## config.mk

```make
export PLATFORM = sky130hd
export DESIGN_NAME = alu_array_top
export DESIGN_NICKNAME = d
export VERILOG_FILES = /design/src/rtl/alu_pkg.sv /design/src/rtl/alu_apb_regs.sv /design/src/rtl/alu_array_top.sv /design/src/rtl/alu_collect.sv /design/src/rtl/alu_lane.sv
export VERILOG_INCLUDE_DIRS = /design/src /design/src/rtl
export SDC_FILE = /design/constraint.sdc
export NUM_CORES = 2
export LEC_CHECK = 0
export ABC_CLOCK_PERIOD_IN_PS = 5300
export BUFFER_PORTS_ARGS = -buffer_cell sky130_fd_sc_hd__buf_2
export CAP_MARGIN = 20
export CELL_PAD_IN_SITES_DETAIL_PLACEMENT = 2
export CELL_PAD_IN_SITES_GLOBAL_PLACEMENT = 2
export CORE_ASPECT_RATIO = 1.25
export CORE_MARGIN = 2
export CORE_UTILIZATION = 45
export CTS_CLUSTER_SIZE = 14
export DETAILED_ROUTE_END_ITERATION = 16
export PLACE_DENSITY = 0.93
export SYNTH_ARGS = -nofsm -noshare
export SYNTH_HDL_FRONTEND = slang
export SYNTH_SLANG_ARGS = --single-unit
```

## constraint.sdc

```tcl
create_clock -name clk -period 5.3 [get_ports clk]
set_clock_uncertainty 0.15 [all_clocks]
set_input_delay 0.53 -clock clk [delete_from_list [all_inputs] [get_ports clk]]
set_output_delay 0.53 -clock clk [all_outputs]
set_load 0.005 [all_outputs]
```

## src/rtl/alu_defines.svh

```systemverilog
`ifndef ALU_DEFINES_SVH
`define ALU_DEFINES_SVH

`define ALU_NUM_LANES   4
`define ALU_ADDR_W      12
`define ALU_LANE_STRIDE 32     // Bytes per lane window.

`define ALU_CTRL_OP_MSB 16     // Opcode field is [16:0].
`define ALU_CTRL_DCAL   31

// Offsets inside a lane window.
`define ALU_REG_CTRL 12'h000
`define ALU_REG_SRC1 12'h004
`define ALU_REG_SRC2 12'h008
`define ALU_REG_SRC3 12'h00C
`define ALU_REG_SRC4 12'h010
`define ALU_REG_RES1 12'h014   // Read only.
`define ALU_REG_RES2 12'h018   // Read only.

`define ALU_REG_GO   12'h100   // Write only.
`define ALU_REG_DONE 12'h104   // Read only.

`endif

```

## src/rtl/alu_pkg.sv

```systemverilog
`include "alu_defines.svh"

package alu_pkg;

  // One-hot, in the bit order of the ALU control field.
  typedef enum logic [16:0] {
    OP_ADD  = 17'h00001,
    OP_SUB  = 17'h00002,
    OP_SLT  = 17'h00004,
    OP_SLTU = 17'h00008,
    OP_AND  = 17'h00010,
    OP_OR   = 17'h00020,
    OP_XOR  = 17'h00040,
    OP_SLL  = 17'h00080,
    OP_SRL  = 17'h00100,
    OP_SRA  = 17'h00200,
    OP_LUI  = 17'h00400,
    OP_BNE  = 17'h00800,
    OP_BEQ  = 17'h01000,
    OP_BGE  = 17'h02000,
    OP_BGEU = 17'h04000,
    OP_BLT  = 17'h08000,
    OP_BLTU = 17'h10000
  } alu_op_e;

  typedef logic [`ALU_NUM_LANES-1:0]         lane_mask_t;
  typedef logic [$clog2(`ALU_NUM_LANES)-1:0] lane_idx_t;

  // True for any of the six branch compares.
  function automatic logic is_branch(input logic [16:0] op);
    logic [16:0] br_mask;
    br_mask = OP_BNE | OP_BEQ | OP_BGE | OP_BGEU | OP_BLT | OP_BLTU;
    return |(op & br_mask);
  endfunction

endpackage
```

## src/rtl/alu_apb_regs.sv

```systemverilog
`include "alu_defines.svh"

module alu_apb_regs (
  input  logic                      clk,
  input  logic                      rst_n,
  input  logic                      psel,
  input  logic                      penable,
  input  logic                      pwrite,
  input  logic [`ALU_ADDR_W-1:0]    paddr,
  input  logic [31:0]               pwdata,
  output logic [31:0]               prdata,
  output logic                      pready,
  output logic                      pslverr,
  input  logic [31:0]               lane_res1 [`ALU_NUM_LANES],
  input  logic [31:0]               lane_res2 [`ALU_NUM_LANES],
  input  alu_pkg::lane_mask_t       done,
  output alu_pkg::alu_op_e          lane_op [`ALU_NUM_LANES],
  output logic [`ALU_NUM_LANES-1:0] lane_double_cal,
  output logic [31:0]               lane_src1 [`ALU_NUM_LANES],
  output logic [31:0]               lane_src2 [`ALU_NUM_LANES],
  output logic [31:0]               lane_src3 [`ALU_NUM_LANES],
  output logic [31:0]               lane_src4 [`ALU_NUM_LANES],
  output alu_pkg::lane_mask_t       issue
);

  localparam int OFS_W     = $clog2(`ALU_LANE_STRIDE);
  localparam int LANE_SPAN = `ALU_NUM_LANES * `ALU_LANE_STRIDE;

  logic                   access;
  logic                   wr_en;
  logic                   lane_hit;
  alu_pkg::lane_idx_t     lane_idx;
  logic [`ALU_ADDR_W-1:0] lane_ofs;
  logic                   hit_ctrl;
  logic                   hit_src1;
  logic                   hit_src2;
  logic                   hit_src3;
  logic                   hit_src4;
  logic                   hit_res1;
  logic                   hit_res2;
  logic                   hit_go;
  logic                   hit_done;
  logic                   mapped;
  logic                   ctrl_ok;
  logic                   wr_err;
  logic                   rd_err;

  assign access = psel & penable;

  // Lane windows sit at the bottom of the map.
  assign lane_hit = (paddr < `ALU_ADDR_W'(LANE_SPAN));
  assign lane_idx = paddr[OFS_W +: $bits(alu_pkg::lane_idx_t)];
  assign lane_ofs = `ALU_ADDR_W'(paddr[OFS_W-1:0]);

  assign hit_ctrl = lane_hit & (lane_ofs == `ALU_REG_CTRL);
  assign hit_src1 = lane_hit & (lane_ofs == `ALU_REG_SRC1);
  assign hit_src2 = lane_hit & (lane_ofs == `ALU_REG_SRC2);
  assign hit_src3 = lane_hit & (lane_ofs == `ALU_REG_SRC3);
  assign hit_src4 = lane_hit & (lane_ofs == `ALU_REG_SRC4);
  assign hit_res1 = lane_hit & (lane_ofs == `ALU_REG_RES1);
  assign hit_res2 = lane_hit & (lane_ofs == `ALU_REG_RES2);
  assign hit_go   = (paddr == `ALU_REG_GO);
  assign hit_done = (paddr == `ALU_REG_DONE);

  assign mapped = hit_ctrl | hit_src1 | hit_src2 | hit_src3 | hit_src4
                | hit_res1 | hit_res2 | hit_go | hit_done;

  // One op bit, and double_cal only with a branch.
  assign ctrl_ok = $onehot(pwdata[`ALU_CTRL_OP_MSB:0])
                && (pwdata[`ALU_CTRL_DCAL] == alu_pkg::is_branch(pwdata[`ALU_CTRL_OP_MSB:0]));

  assign wr_err = ~mapped | hit_res1 | hit_res2 | hit_done | (hit_ctrl & ~ctrl_ok);
  assign rd_err = ~mapped | hit_go;

  assign pready  = 1'b1;                               // No wait states.
  assign pslverr = access & (pwrite ? wr_err : rd_err);
  assign wr_en   = access & pwrite & ~wr_err;

  always_ff @(posedge clk or negedge rst_n) begin
    if (!rst_n) begin
      for (int i = 0; i < `ALU_NUM_LANES; i++) begin
        lane_op[i]   <= alu_pkg::alu_op_e'(17'd0);    // No legal op yet.
        lane_src1[i] <= '0;
        lane_src2[i] <= '0;
        lane_src3[i] <= '0;
        lane_src4[i] <= '0;
      end
      lane_double_cal <= '0;
    end else if (wr_en && lane_hit) begin
      if (hit_ctrl) begin
        lane_op[lane_idx]         <= alu_pkg::alu_op_e'(pwdata[`ALU_CTRL_OP_MSB:0]);
        lane_double_cal[lane_idx] <= pwdata[`ALU_CTRL_DCAL];
      end
      if (hit_src1)
        lane_src1[lane_idx] <= pwdata;
      if (hit_src2)
        lane_src2[lane_idx] <= pwdata;
      if (hit_src3)
        lane_src3[lane_idx] <= pwdata;
      if (hit_src4)
        lane_src4[lane_idx] <= pwdata;
    end
  end

  // Single-cycle launch pulse.
  always_ff @(posedge clk or negedge rst_n) begin
    if (!rst_n)
      issue <= '0;
    else if (wr_en && hit_go)
      issue <= pwdata[`ALU_NUM_LANES-1:0];
    else
      issue <= '0;
  end

  always_comb begin
    prdata = '0;
    if (hit_ctrl) begin
      prdata[`ALU_CTRL_OP_MSB:0] = lane_op[lane_idx];
      prdata[`ALU_CTRL_DCAL]     = lane_double_cal[lane_idx];
    end else if (hit_src1) begin
      prdata = lane_src1[lane_idx];
    end else if (hit_src2) begin
      prdata = lane_src2[lane_idx];
    end else if (hit_src3) begin
      prdata = lane_src3[lane_idx];
    end else if (hit_src4) begin
      prdata = lane_src4[lane_idx];
    end else if (hit_res1) begin
      prdata = lane_res1[lane_idx];
    end else if (hit_res2) begin
      prdata = lane_res2[lane_idx];
    end else if (hit_done) begin
      prdata[`ALU_NUM_LANES-1:0] = done;
    end
  end

  // A launch always traces back to an accepted GO write.
  assert property (@(posedge clk) disable iff (!rst_n)
    |issue |-> $past(psel && penable && pwrite && hit_go))
    else $error("issue raised without a GO write");

endmodule

```

## src/rtl/alu_array_top.sv

```systemverilog
`include "alu_defines.svh"

module alu_array_top (
  input  logic                   clk,
  input  logic                   rst_n,
  input  logic                   psel,
  input  logic                   penable,
  input  logic                   pwrite,
  input  logic [`ALU_ADDR_W-1:0] paddr,
  input  logic [31:0]            pwdata,
  output logic [31:0]            prdata,
  output logic                   pready,
  output logic                   pslverr
);

  alu_pkg::alu_op_e          lane_op [`ALU_NUM_LANES];
  logic [`ALU_NUM_LANES-1:0] lane_double_cal;
  logic [31:0]               lane_src1 [`ALU_NUM_LANES];
  logic [31:0]               lane_src2 [`ALU_NUM_LANES];
  logic [31:0]               lane_src3 [`ALU_NUM_LANES];
  logic [31:0]               lane_src4 [`ALU_NUM_LANES];
  alu_pkg::lane_mask_t       issue;
  logic [31:0]               lane_result1 [`ALU_NUM_LANES];
  logic [31:0]               lane_result2 [`ALU_NUM_LANES];
  alu_pkg::lane_mask_t       lane_valid;
  logic [31:0]               res1 [`ALU_NUM_LANES];
  logic [31:0]               res2 [`ALU_NUM_LANES];
  alu_pkg::lane_mask_t       done;

  alu_apb_regs u_regs (
    .clk             (clk),
    .rst_n           (rst_n),
    .psel            (psel),
    .penable         (penable),
    .pwrite          (pwrite),
    .paddr           (paddr),
    .pwdata          (pwdata),
    .prdata          (prdata),
    .pready          (pready),
    .pslverr         (pslverr),
    .lane_res1       (res1),
    .lane_res2       (res2),
    .done            (done),
    .lane_op         (lane_op),
    .lane_double_cal (lane_double_cal),
    .lane_src1       (lane_src1),
    .lane_src2       (lane_src2),
    .lane_src3       (lane_src3),
    .lane_src4       (lane_src4),
    .issue           (issue)
  );

  for (genvar i = 0; i < `ALU_NUM_LANES; i++) begin : g_lane
    alu_lane u_lane (
      .clk        (clk),
      .rst_n      (rst_n),
      .op         (lane_op[i]),
      .double_cal (lane_double_cal[i]),
      .src1       (lane_src1[i]),
      .src2       (lane_src2[i]),
      .src3       (lane_src3[i]),
      .src4       (lane_src4[i]),
      .issue      (issue[i]),
      .result1    (lane_result1[i]),
      .result2    (lane_result2[i]),
      .valid      (lane_valid[i])
    );
  end

  alu_collect u_collect (
    .clk     (clk),
    .rst_n   (rst_n),
    .valid   (lane_valid),
    .result1 (lane_result1),
    .result2 (lane_result2),
    .go      (issue),                                 // Launch clears done.
    .res1    (res1),
    .res2    (res2),
    .done    (done)
  );

endmodule

```

## src/rtl/alu_collect.sv

```systemverilog
`include "alu_defines.svh"

module alu_collect (
  input  logic                clk,
  input  logic                rst_n,
  input  alu_pkg::lane_mask_t valid,
  input  logic [31:0]         result1 [`ALU_NUM_LANES],
  input  logic [31:0]         result2 [`ALU_NUM_LANES],
  input  alu_pkg::lane_mask_t go,
  output logic [31:0]         res1 [`ALU_NUM_LANES],
  output logic [31:0]         res2 [`ALU_NUM_LANES],
  output alu_pkg::lane_mask_t done
);

  alu_pkg::lane_mask_t done_d;

  // Result store, one slot per lane.
  always_ff @(posedge clk or negedge rst_n) begin
    if (!rst_n) begin
      for (int i = 0; i < `ALU_NUM_LANES; i++) begin
        res1[i] <= '0;
        res2[i] <= '0;
      end
    end else begin
      for (int i = 0; i < `ALU_NUM_LANES; i++) begin
        if (valid[i]) begin
          res1[i] <= result1[i];                      // Re-issue overwrites.
          res2[i] <= result2[i];
        end
      end
    end
  end

  // A fresh launch wins over a result landing the same cycle.
  assign done_d = (done | valid) & ~go;

  always_ff @(posedge clk or negedge rst_n) begin
    if (!rst_n)
      done <= '0;
    else
      done <= done_d;
  end

  // Lane latency is fixed at two cycles after the launch pulse.
  for (genvar i = 0; i < `ALU_NUM_LANES; i++) begin : g_chk
    assert property (@(posedge clk) disable iff (!rst_n) valid[i] |-> $past(go[i], 2))
      else $error("lane %0d result without a launch", i);
  end

endmodule

```

## src/rtl/alu_lane.sv

```systemverilog
module alu_lane (
  input  logic             clk,
  input  logic             rst_n,
  input  alu_pkg::alu_op_e op,
  input  logic             double_cal,
  input  logic [31:0]      src1,
  input  logic [31:0]      src2,
  input  logic [31:0]      src3,
  input  logic [31:0]      src4,
  input  logic             issue,
  output logic [31:0]      result1,
  output logic [31:0]      result2,
  output logic             valid
);

  alu_pkg::alu_op_e op_q;
  logic             dcal_q;
  logic [31:0]      a_q;
  logic [31:0]      b_q;
  logic [31:0]      c_q;
  logic [31:0]      d_q;
  logic             busy_q;

  logic        op_add;
  logic        op_sub;
  logic        op_slt;
  logic        op_sltu;
  logic        op_and;
  logic        op_or;
  logic        op_xor;
  logic        op_sll;
  logic        op_srl;
  logic        op_sra;
  logic        op_lui;
  logic        op_bne;
  logic        op_beq;
  logic        op_bge;
  logic        op_bgeu;
  logic        op_blt;
  logic        op_bltu;
  logic        sub_mode;
  logic [31:0] add_b;
  logic [31:0] add_sum;
  logic        add_cout;
  logic [31:0] cmp_diff;
  logic        cmp_cout;
  logic        slt_bit;
  logic        blt_bit;
  logic        bltu_bit;
  logic        beq_bit;
  logic        br_taken;
  logic [63:0] sr64;
  logic [31:0] res1_d;
  logic [31:0] res2_d;

  // Operands are frozen on issue.
  always_ff @(posedge clk) begin
    if (issue) begin
      op_q   <= op;
      dcal_q <= double_cal;
      a_q    <= src1;
      b_q    <= src2;
      c_q    <= src3;
      d_q    <= src4;
    end
  end

  assign op_add  = |(op_q & alu_pkg::OP_ADD);
  assign op_sub  = |(op_q & alu_pkg::OP_SUB);
  assign op_slt  = |(op_q & alu_pkg::OP_SLT);
  assign op_sltu = |(op_q & alu_pkg::OP_SLTU);
  assign op_and  = |(op_q & alu_pkg::OP_AND);
  assign op_or   = |(op_q & alu_pkg::OP_OR);
  assign op_xor  = |(op_q & alu_pkg::OP_XOR);
  assign op_sll  = |(op_q & alu_pkg::OP_SLL);
  assign op_srl  = |(op_q & alu_pkg::OP_SRL);
  assign op_sra  = |(op_q & alu_pkg::OP_SRA);
  assign op_lui  = |(op_q & alu_pkg::OP_LUI);
  assign op_bne  = |(op_q & alu_pkg::OP_BNE);
  assign op_beq  = |(op_q & alu_pkg::OP_BEQ);
  assign op_bge  = |(op_q & alu_pkg::OP_BGE);
  assign op_bgeu = |(op_q & alu_pkg::OP_BGEU);
  assign op_blt  = |(op_q & alu_pkg::OP_BLT);
  assign op_bltu = |(op_q & alu_pkg::OP_BLTU);

  // Main adder, also the branch target.
  assign sub_mode = op_sub | op_slt | op_sltu;
  assign add_b    = sub_mode ? ~b_q : b_q;
  assign {add_cout, add_sum} = {1'b0, a_q} + {1'b0, add_b} + {32'd0, sub_mode};

  // Compare adder, always src3 - src4.
  assign {cmp_cout, cmp_diff} = {1'b0, c_q} + {1'b0, ~d_q} + 33'd1;

  assign slt_bit  = (a_q[31] & ~b_q[31]) | ((a_q[31] ~^ b_q[31]) & add_sum[31]);
  assign blt_bit  = (c_q[31] & ~d_q[31]) | ((c_q[31] ~^ d_q[31]) & cmp_diff[31]);
  assign bltu_bit = ~cmp_cout;
  assign beq_bit  = (c_q == d_q);

  assign br_taken = (op_beq  &  beq_bit)  | (op_bne  & ~beq_bit)
                  | (op_blt  &  blt_bit)  | (op_bge  & ~blt_bit)
                  | (op_bltu &  bltu_bit) | (op_bgeu & ~bltu_bit);

  assign sr64 = {{32{op_sra & a_q[31]}}, a_q} >> b_q[4:0];

  assign res1_d = ({32{op_add | op_sub | dcal_q}} & add_sum)
                | ({32{op_slt}}          & {31'b0, slt_bit})
                | ({32{op_sltu}}         & {31'b0, ~add_cout})
                | ({32{op_and}}          & (a_q & b_q))
                | ({32{op_or}}           & (a_q | b_q))
                | ({32{op_xor}}          & (a_q ^ b_q))
                | ({32{op_lui}}          & b_q)
                | ({32{op_sll}}          & (a_q << b_q[4:0]))
                | ({32{op_srl | op_sra}} & sr64[31:0]);

  assign res2_d = dcal_q ? {31'b0, br_taken} : 32'd1;

  always_ff @(posedge clk or negedge rst_n) begin
    if (!rst_n) begin
      busy_q  <= 1'b0;
      valid   <= 1'b0;
      result1 <= '0;
      result2 <= '0;
    end else begin
      busy_q <= issue;
      valid  <= busy_q;
      if (busy_q) begin
        result1 <= res1_d;
        result2 <= res2_d;
      end
    end
  end

  // Register block only lets legal controls through.
  assert property (@(posedge clk) disable iff (!rst_n) issue |-> $onehot(op))
    else $error("lane issued with a non one-hot op");

endmodule

```

==> run metrics, run 1 <==
synthesized flop and latch total=1,448; Error=[ERROR DPL-0033] detailed placement checks failed during check placement.; DP Worst Slack=-1100 ps; syn nets=8,093; setup repair bufs after CTS=49; sequential area share after synthesis=45.0%; CTS max path bufs=3; Initial Util=45.3%; ranking of synthesized cells by area=dfrtp_1 25%, edfxtp_1 20%, mux2_2 9.1%; # hold bufs at CTS=1; total of warnings raised by yosys=0; chip width=397 um; Syn Area/Cell=11.6 um2; Synth Flop Type=dfrtp_1; CTS buffer count=148; post-synth cell types=89; cell taking the most area after synthesis=dfrtp_1; Site Rows=180; clk root buf=clkbuf_16; GP Congestion=1.02; most frequent cell after synthesis=dfrtp_1; number of port buffers=81; die height=496 um; hpwl dp=350 mm; # IOs=83; status=aborted with a tool error; top cell type's share of synthesized area=24.8%; Post-synth ARST share=59.7%; most frequent cells after synthesis=864 x dfrtp_1, 706 x mux2_2, 584 x edfxtp_1; Syn Std Cell Area=87,000 um2; Last stage=clock tree synthesis (4_1_cts); Num Clock Sinks=1,448; post-CTS sizing=174; Gate Count Post-Synth=7,500; H-tree Lvls=4; number of synthesized flops with an enable pin=584
[cells by family after synthesis]
kind of cell,synth area share [%]
adder cells (fa/ha/maj),7.96
XOR/XNOR,2.13
multiplexers,20.4
buffers and inverters,4.30
other,0.00431
flip-flops,45.0
AND/OR/NAND/NOR,7.59
AO/OA/AOI/OAI,12.6
[metrics by stage]
step	std cells	TNS [ps]	cell area, um2
global placement	9877	-262660	92200
floorplan	7500	-192860	88400
detailed placement	9879	-534740	92300
==> inputs of run 2 (changes only) <==
CELL_PAD_IN_SITES_DETAIL_PLACEMENT = unset   (was 2)
CELL_PAD_IN_SITES_GLOBAL_PLACEMENT = unset   (was 2)
CORE_ASPECT_RATIO = unset   (was 1.25)
CORE_UTILIZATION = 40   (was 45)
CTS_CLUSTER_SIZE = unset   (was 14)
PLACE_DENSITY = unset   (was 0.93)
PLACE_DENSITY_LB_ADDON = 0.15   (was unset)
==> run 2 against run 1 <==
  * The flow now finishes, with violations (negative setup slack)
  * Synthesized cell count unchanged
  * Synthesized area stayed put
==> run metrics, run 2 <==
Synth Flop Type=dfrtp_1 (unchanged); cell taking the most area after synthesis=dfrtp_1 (unchanged); largest family of logic cells by synthesized area=multiplexers (unchanged); # IOs=83 (unchanged); Worst-Margin Slew=1130 ps; Post-Synth Simple-Gate Area=7.59% (unchanged); Compound-Gate Fraction of Synth Area=12.6% (unchanged); most frequent cell after synthesis=dfrtp_1 (unchanged); WS Path Type=in2out; die height=470 um (was 496 um); total power=23,700 uW; CTS clk-pin slew, worst paths=60 ps; Setup crit start=pwdata[14]; post-route ant nets=0; largest net degree at the start of global routing=142; hold path startpoint=pwrite; most frequent cells after synthesis=864 x dfrtp_1, 706 x mux2_2, 584 x edfxtp_1 (unchanged); CTS buffer count=161 (was 148); Syn Std Cell Area=87,000 um2 (unchanged); Core Util, Final=45.3%; DP Worst Slack=-1110 ps (was -1100 ps); final setup vio count=1; Worst slew margin=24.3%; total of warnings raised by yosys=0 (unchanged); fill count=19,848; number of port buffers=81 (unchanged); layout cell share with drive strength beyond 1=22.9%; Hold Vio Cnt, Final=0; chip width=470 um (was 397 um); H-tree Lvls=4 (unchanged); sequential area share after synthesis=45.0% (unchanged); worst setup margin=-76.9 ps; Worst R2R Start=g_lane[3].u_lane.op_q[2]; GP Congestion=0.981 (was 1.02); Initial Util=40.2% (was 45.3%); Hold Path Cell Cnt=5; 1st-iter DRT viols=9,150; Slew Limit Fails=0; DR pass1 iterations=8; Syn Area/Cell=11.6 um2 (unchanged); Post-synth ARST share=59.7% (unchanged); status=finished, violations left (was aborted with a tool error); synthesized flop and latch total=1,448 (unchanged); Most common cell on crit path=fa_1; fraction of synthesized area in multiplexers=20.4% (unchanged); nets@finish=8,129; Period minus WS final=5380 ps; reg2reg path depth=14; first-pass GRT wire length=521 mm; critical-path cell list=buf_4 -> ha_4 -> inv_2 -> fa_1 -> inv_2 -> fa_2 -> inv_2 -> fa_1 -> fa_1 -> inv_1 -> ha_2 -> fa_1 -> nor4_4 -> o21ai_4 -> o21ai_4 -> nand3_4 -> buf_6 -> nor3b_1 -> buf_2; final WL=375 mm; setup repair bufs after CTS=0 (was 49); XOR/XNOR share of the synthesized area=2.13% (unchanged); Total Routing Usage GR=33.2%; DRC Markers=0; violated checks=negative setup slack; CP Launch Type=primary input; DR vias/cell=6.42; worst endpoint required time=4620 ps; RSZ-0062 raised after global routing=yes; CP Max Fanout=3; Num Clock Sinks=1,448 (unchanged); WL/cell=35.6 um; WHS=122 ps; Power Density=242 nW/um2; hpwl dp=281 mm (was 350 mm); CP max stage delay=540 ps; CTS max path bufs=3 (unchanged); worst min-delay path category=in2reg; top cell type's share of synthesized area=24.8% (unchanged); commonest non-fill, non-tap cell in the layout=dfrtp_1; full die area=221,000 um2; initial antenna violation count=31; Crit-path slowest cell=fa_1; Gate Count Post-Synth=7,500 (unchanged); syn nets=8,093 (unchanged); area delta synth->final=12.9%; post-synth cell types=89 (unchanged); Peak Freq=186 MHz; Tcrit/Tclk final=101%; CTS tree=built; Skew-Pair Late Insertion Delay=840 ps; vias in the first global route=64,715; total global routing overflow=0; number of synthesized flops with an enable pin=584 (unchanged); most frequent cells in the layout=854 x dfrtp_1, 584 x edfxtp_1, 544 x nor2_1; adder-cell share of the synthesized area=7.96% (unchanged); post-route setup TNS=-76.9 ps; crit end category=output pin; Site Rows=171 (was 180); Peak VDD IR=0.000339 V; core area=217,000 um2; ranking of synthesized cells by area=dfrtp_1 25%, edfxtp_1 20%, mux2_2 9.1% (unchanged); via count=67,683; max_cap viols=0; clk root buf=clkbuf_16 (unchanged); Pleak=0.0437 uW; CP arrival=4700 ps
run 2: cell counts after synthesis:
No cell type changed its count.
run 2: logic make-up (layout without fill, tap and decap cells):
kind of cell | count (synthesis) | after routing
other | 1 | 10
DFF | 1448 | 1448
xor gates and xnor gates | 212 | 212
adders and majority gates | 544 | 544
AOI/OAI and AO/OA | 1659 | 1659
buffers and inverters | 936 | 1112
and+or+nand+nor | 1441 | 1441
muxes | 1259 | 1259
run 2: worst max-delay path, delay by kind of cell:
family	cells	cell delay, ps
simple gates	3	450
compound gates	2	360
buf+inv	7	580
fa+ha+maj	7	2760
run 2: power by group:
group	switching, uW	internal (uW)	total [uW]	leakage, uW
Sequential	0.0243	11600	11600	0.0161
Clock	5090	6260	11400	0.00255
Combinational	556	232	788	0.0251
run 2: cell type report:
cell class,instances,area (um2),area share (%)
Clock inverter,75,810,0.824
Timing Repair Buffer,359,3040,3.10
Clock buffer,228,4490,4.57
Tap cell,2854,3570,3.63
Inverter,450,1690,1.72
Multi-Input combinational cell,5116,45400,46.3
Sequential cell,1448,39200,39.9
Antenna cell,9,22.5,0.0229
run 2: final timing paths:
check / endpoint / slack, ps
max: pslverr / -80
min: u_regs.issue[0] / 120
max reg2reg: g_lane[3].u_lane.result1[28] / 510
min reg2reg: g_lane[0].u_lane.d_q[17] / 320
max in group asynchronous: g_lane[3].u_lane.busy_q / 3370
min in group asynchronous: u_regs.lane_src3[7] / 130
run 2: per-layer routing:
layer	global-route usage (%)	vias to the layer above	share of wire, %
li1	-	28208	-
met1	44.9	35100	41
met2	51.8	3649	45
met3	5.49	712	8.4
met4	15.8	14	5.6
met5	0	-	0.021
run 2: timing repair:
action,CTS,global route
pin swaps,1,1
hold endpoints to repair,71,0
setup endpoints to repair,520,31
resized for setup,10,2
hold buffers,1,0
run 2: through the flow:
| step | instance area [um2] | cells |
|---|---|---|
| after global placement | 92900 | 10227 |
| after global routing | 98200 | 10532 |
| after detailed placement | 92900 | 10227 |
| final | 98300 | 10539 |
| after floorplan | 88400 | 7500 |
| after CTS | 98200 | 10530 |
No activity file was read; power rests on OpenSTA's default activity.
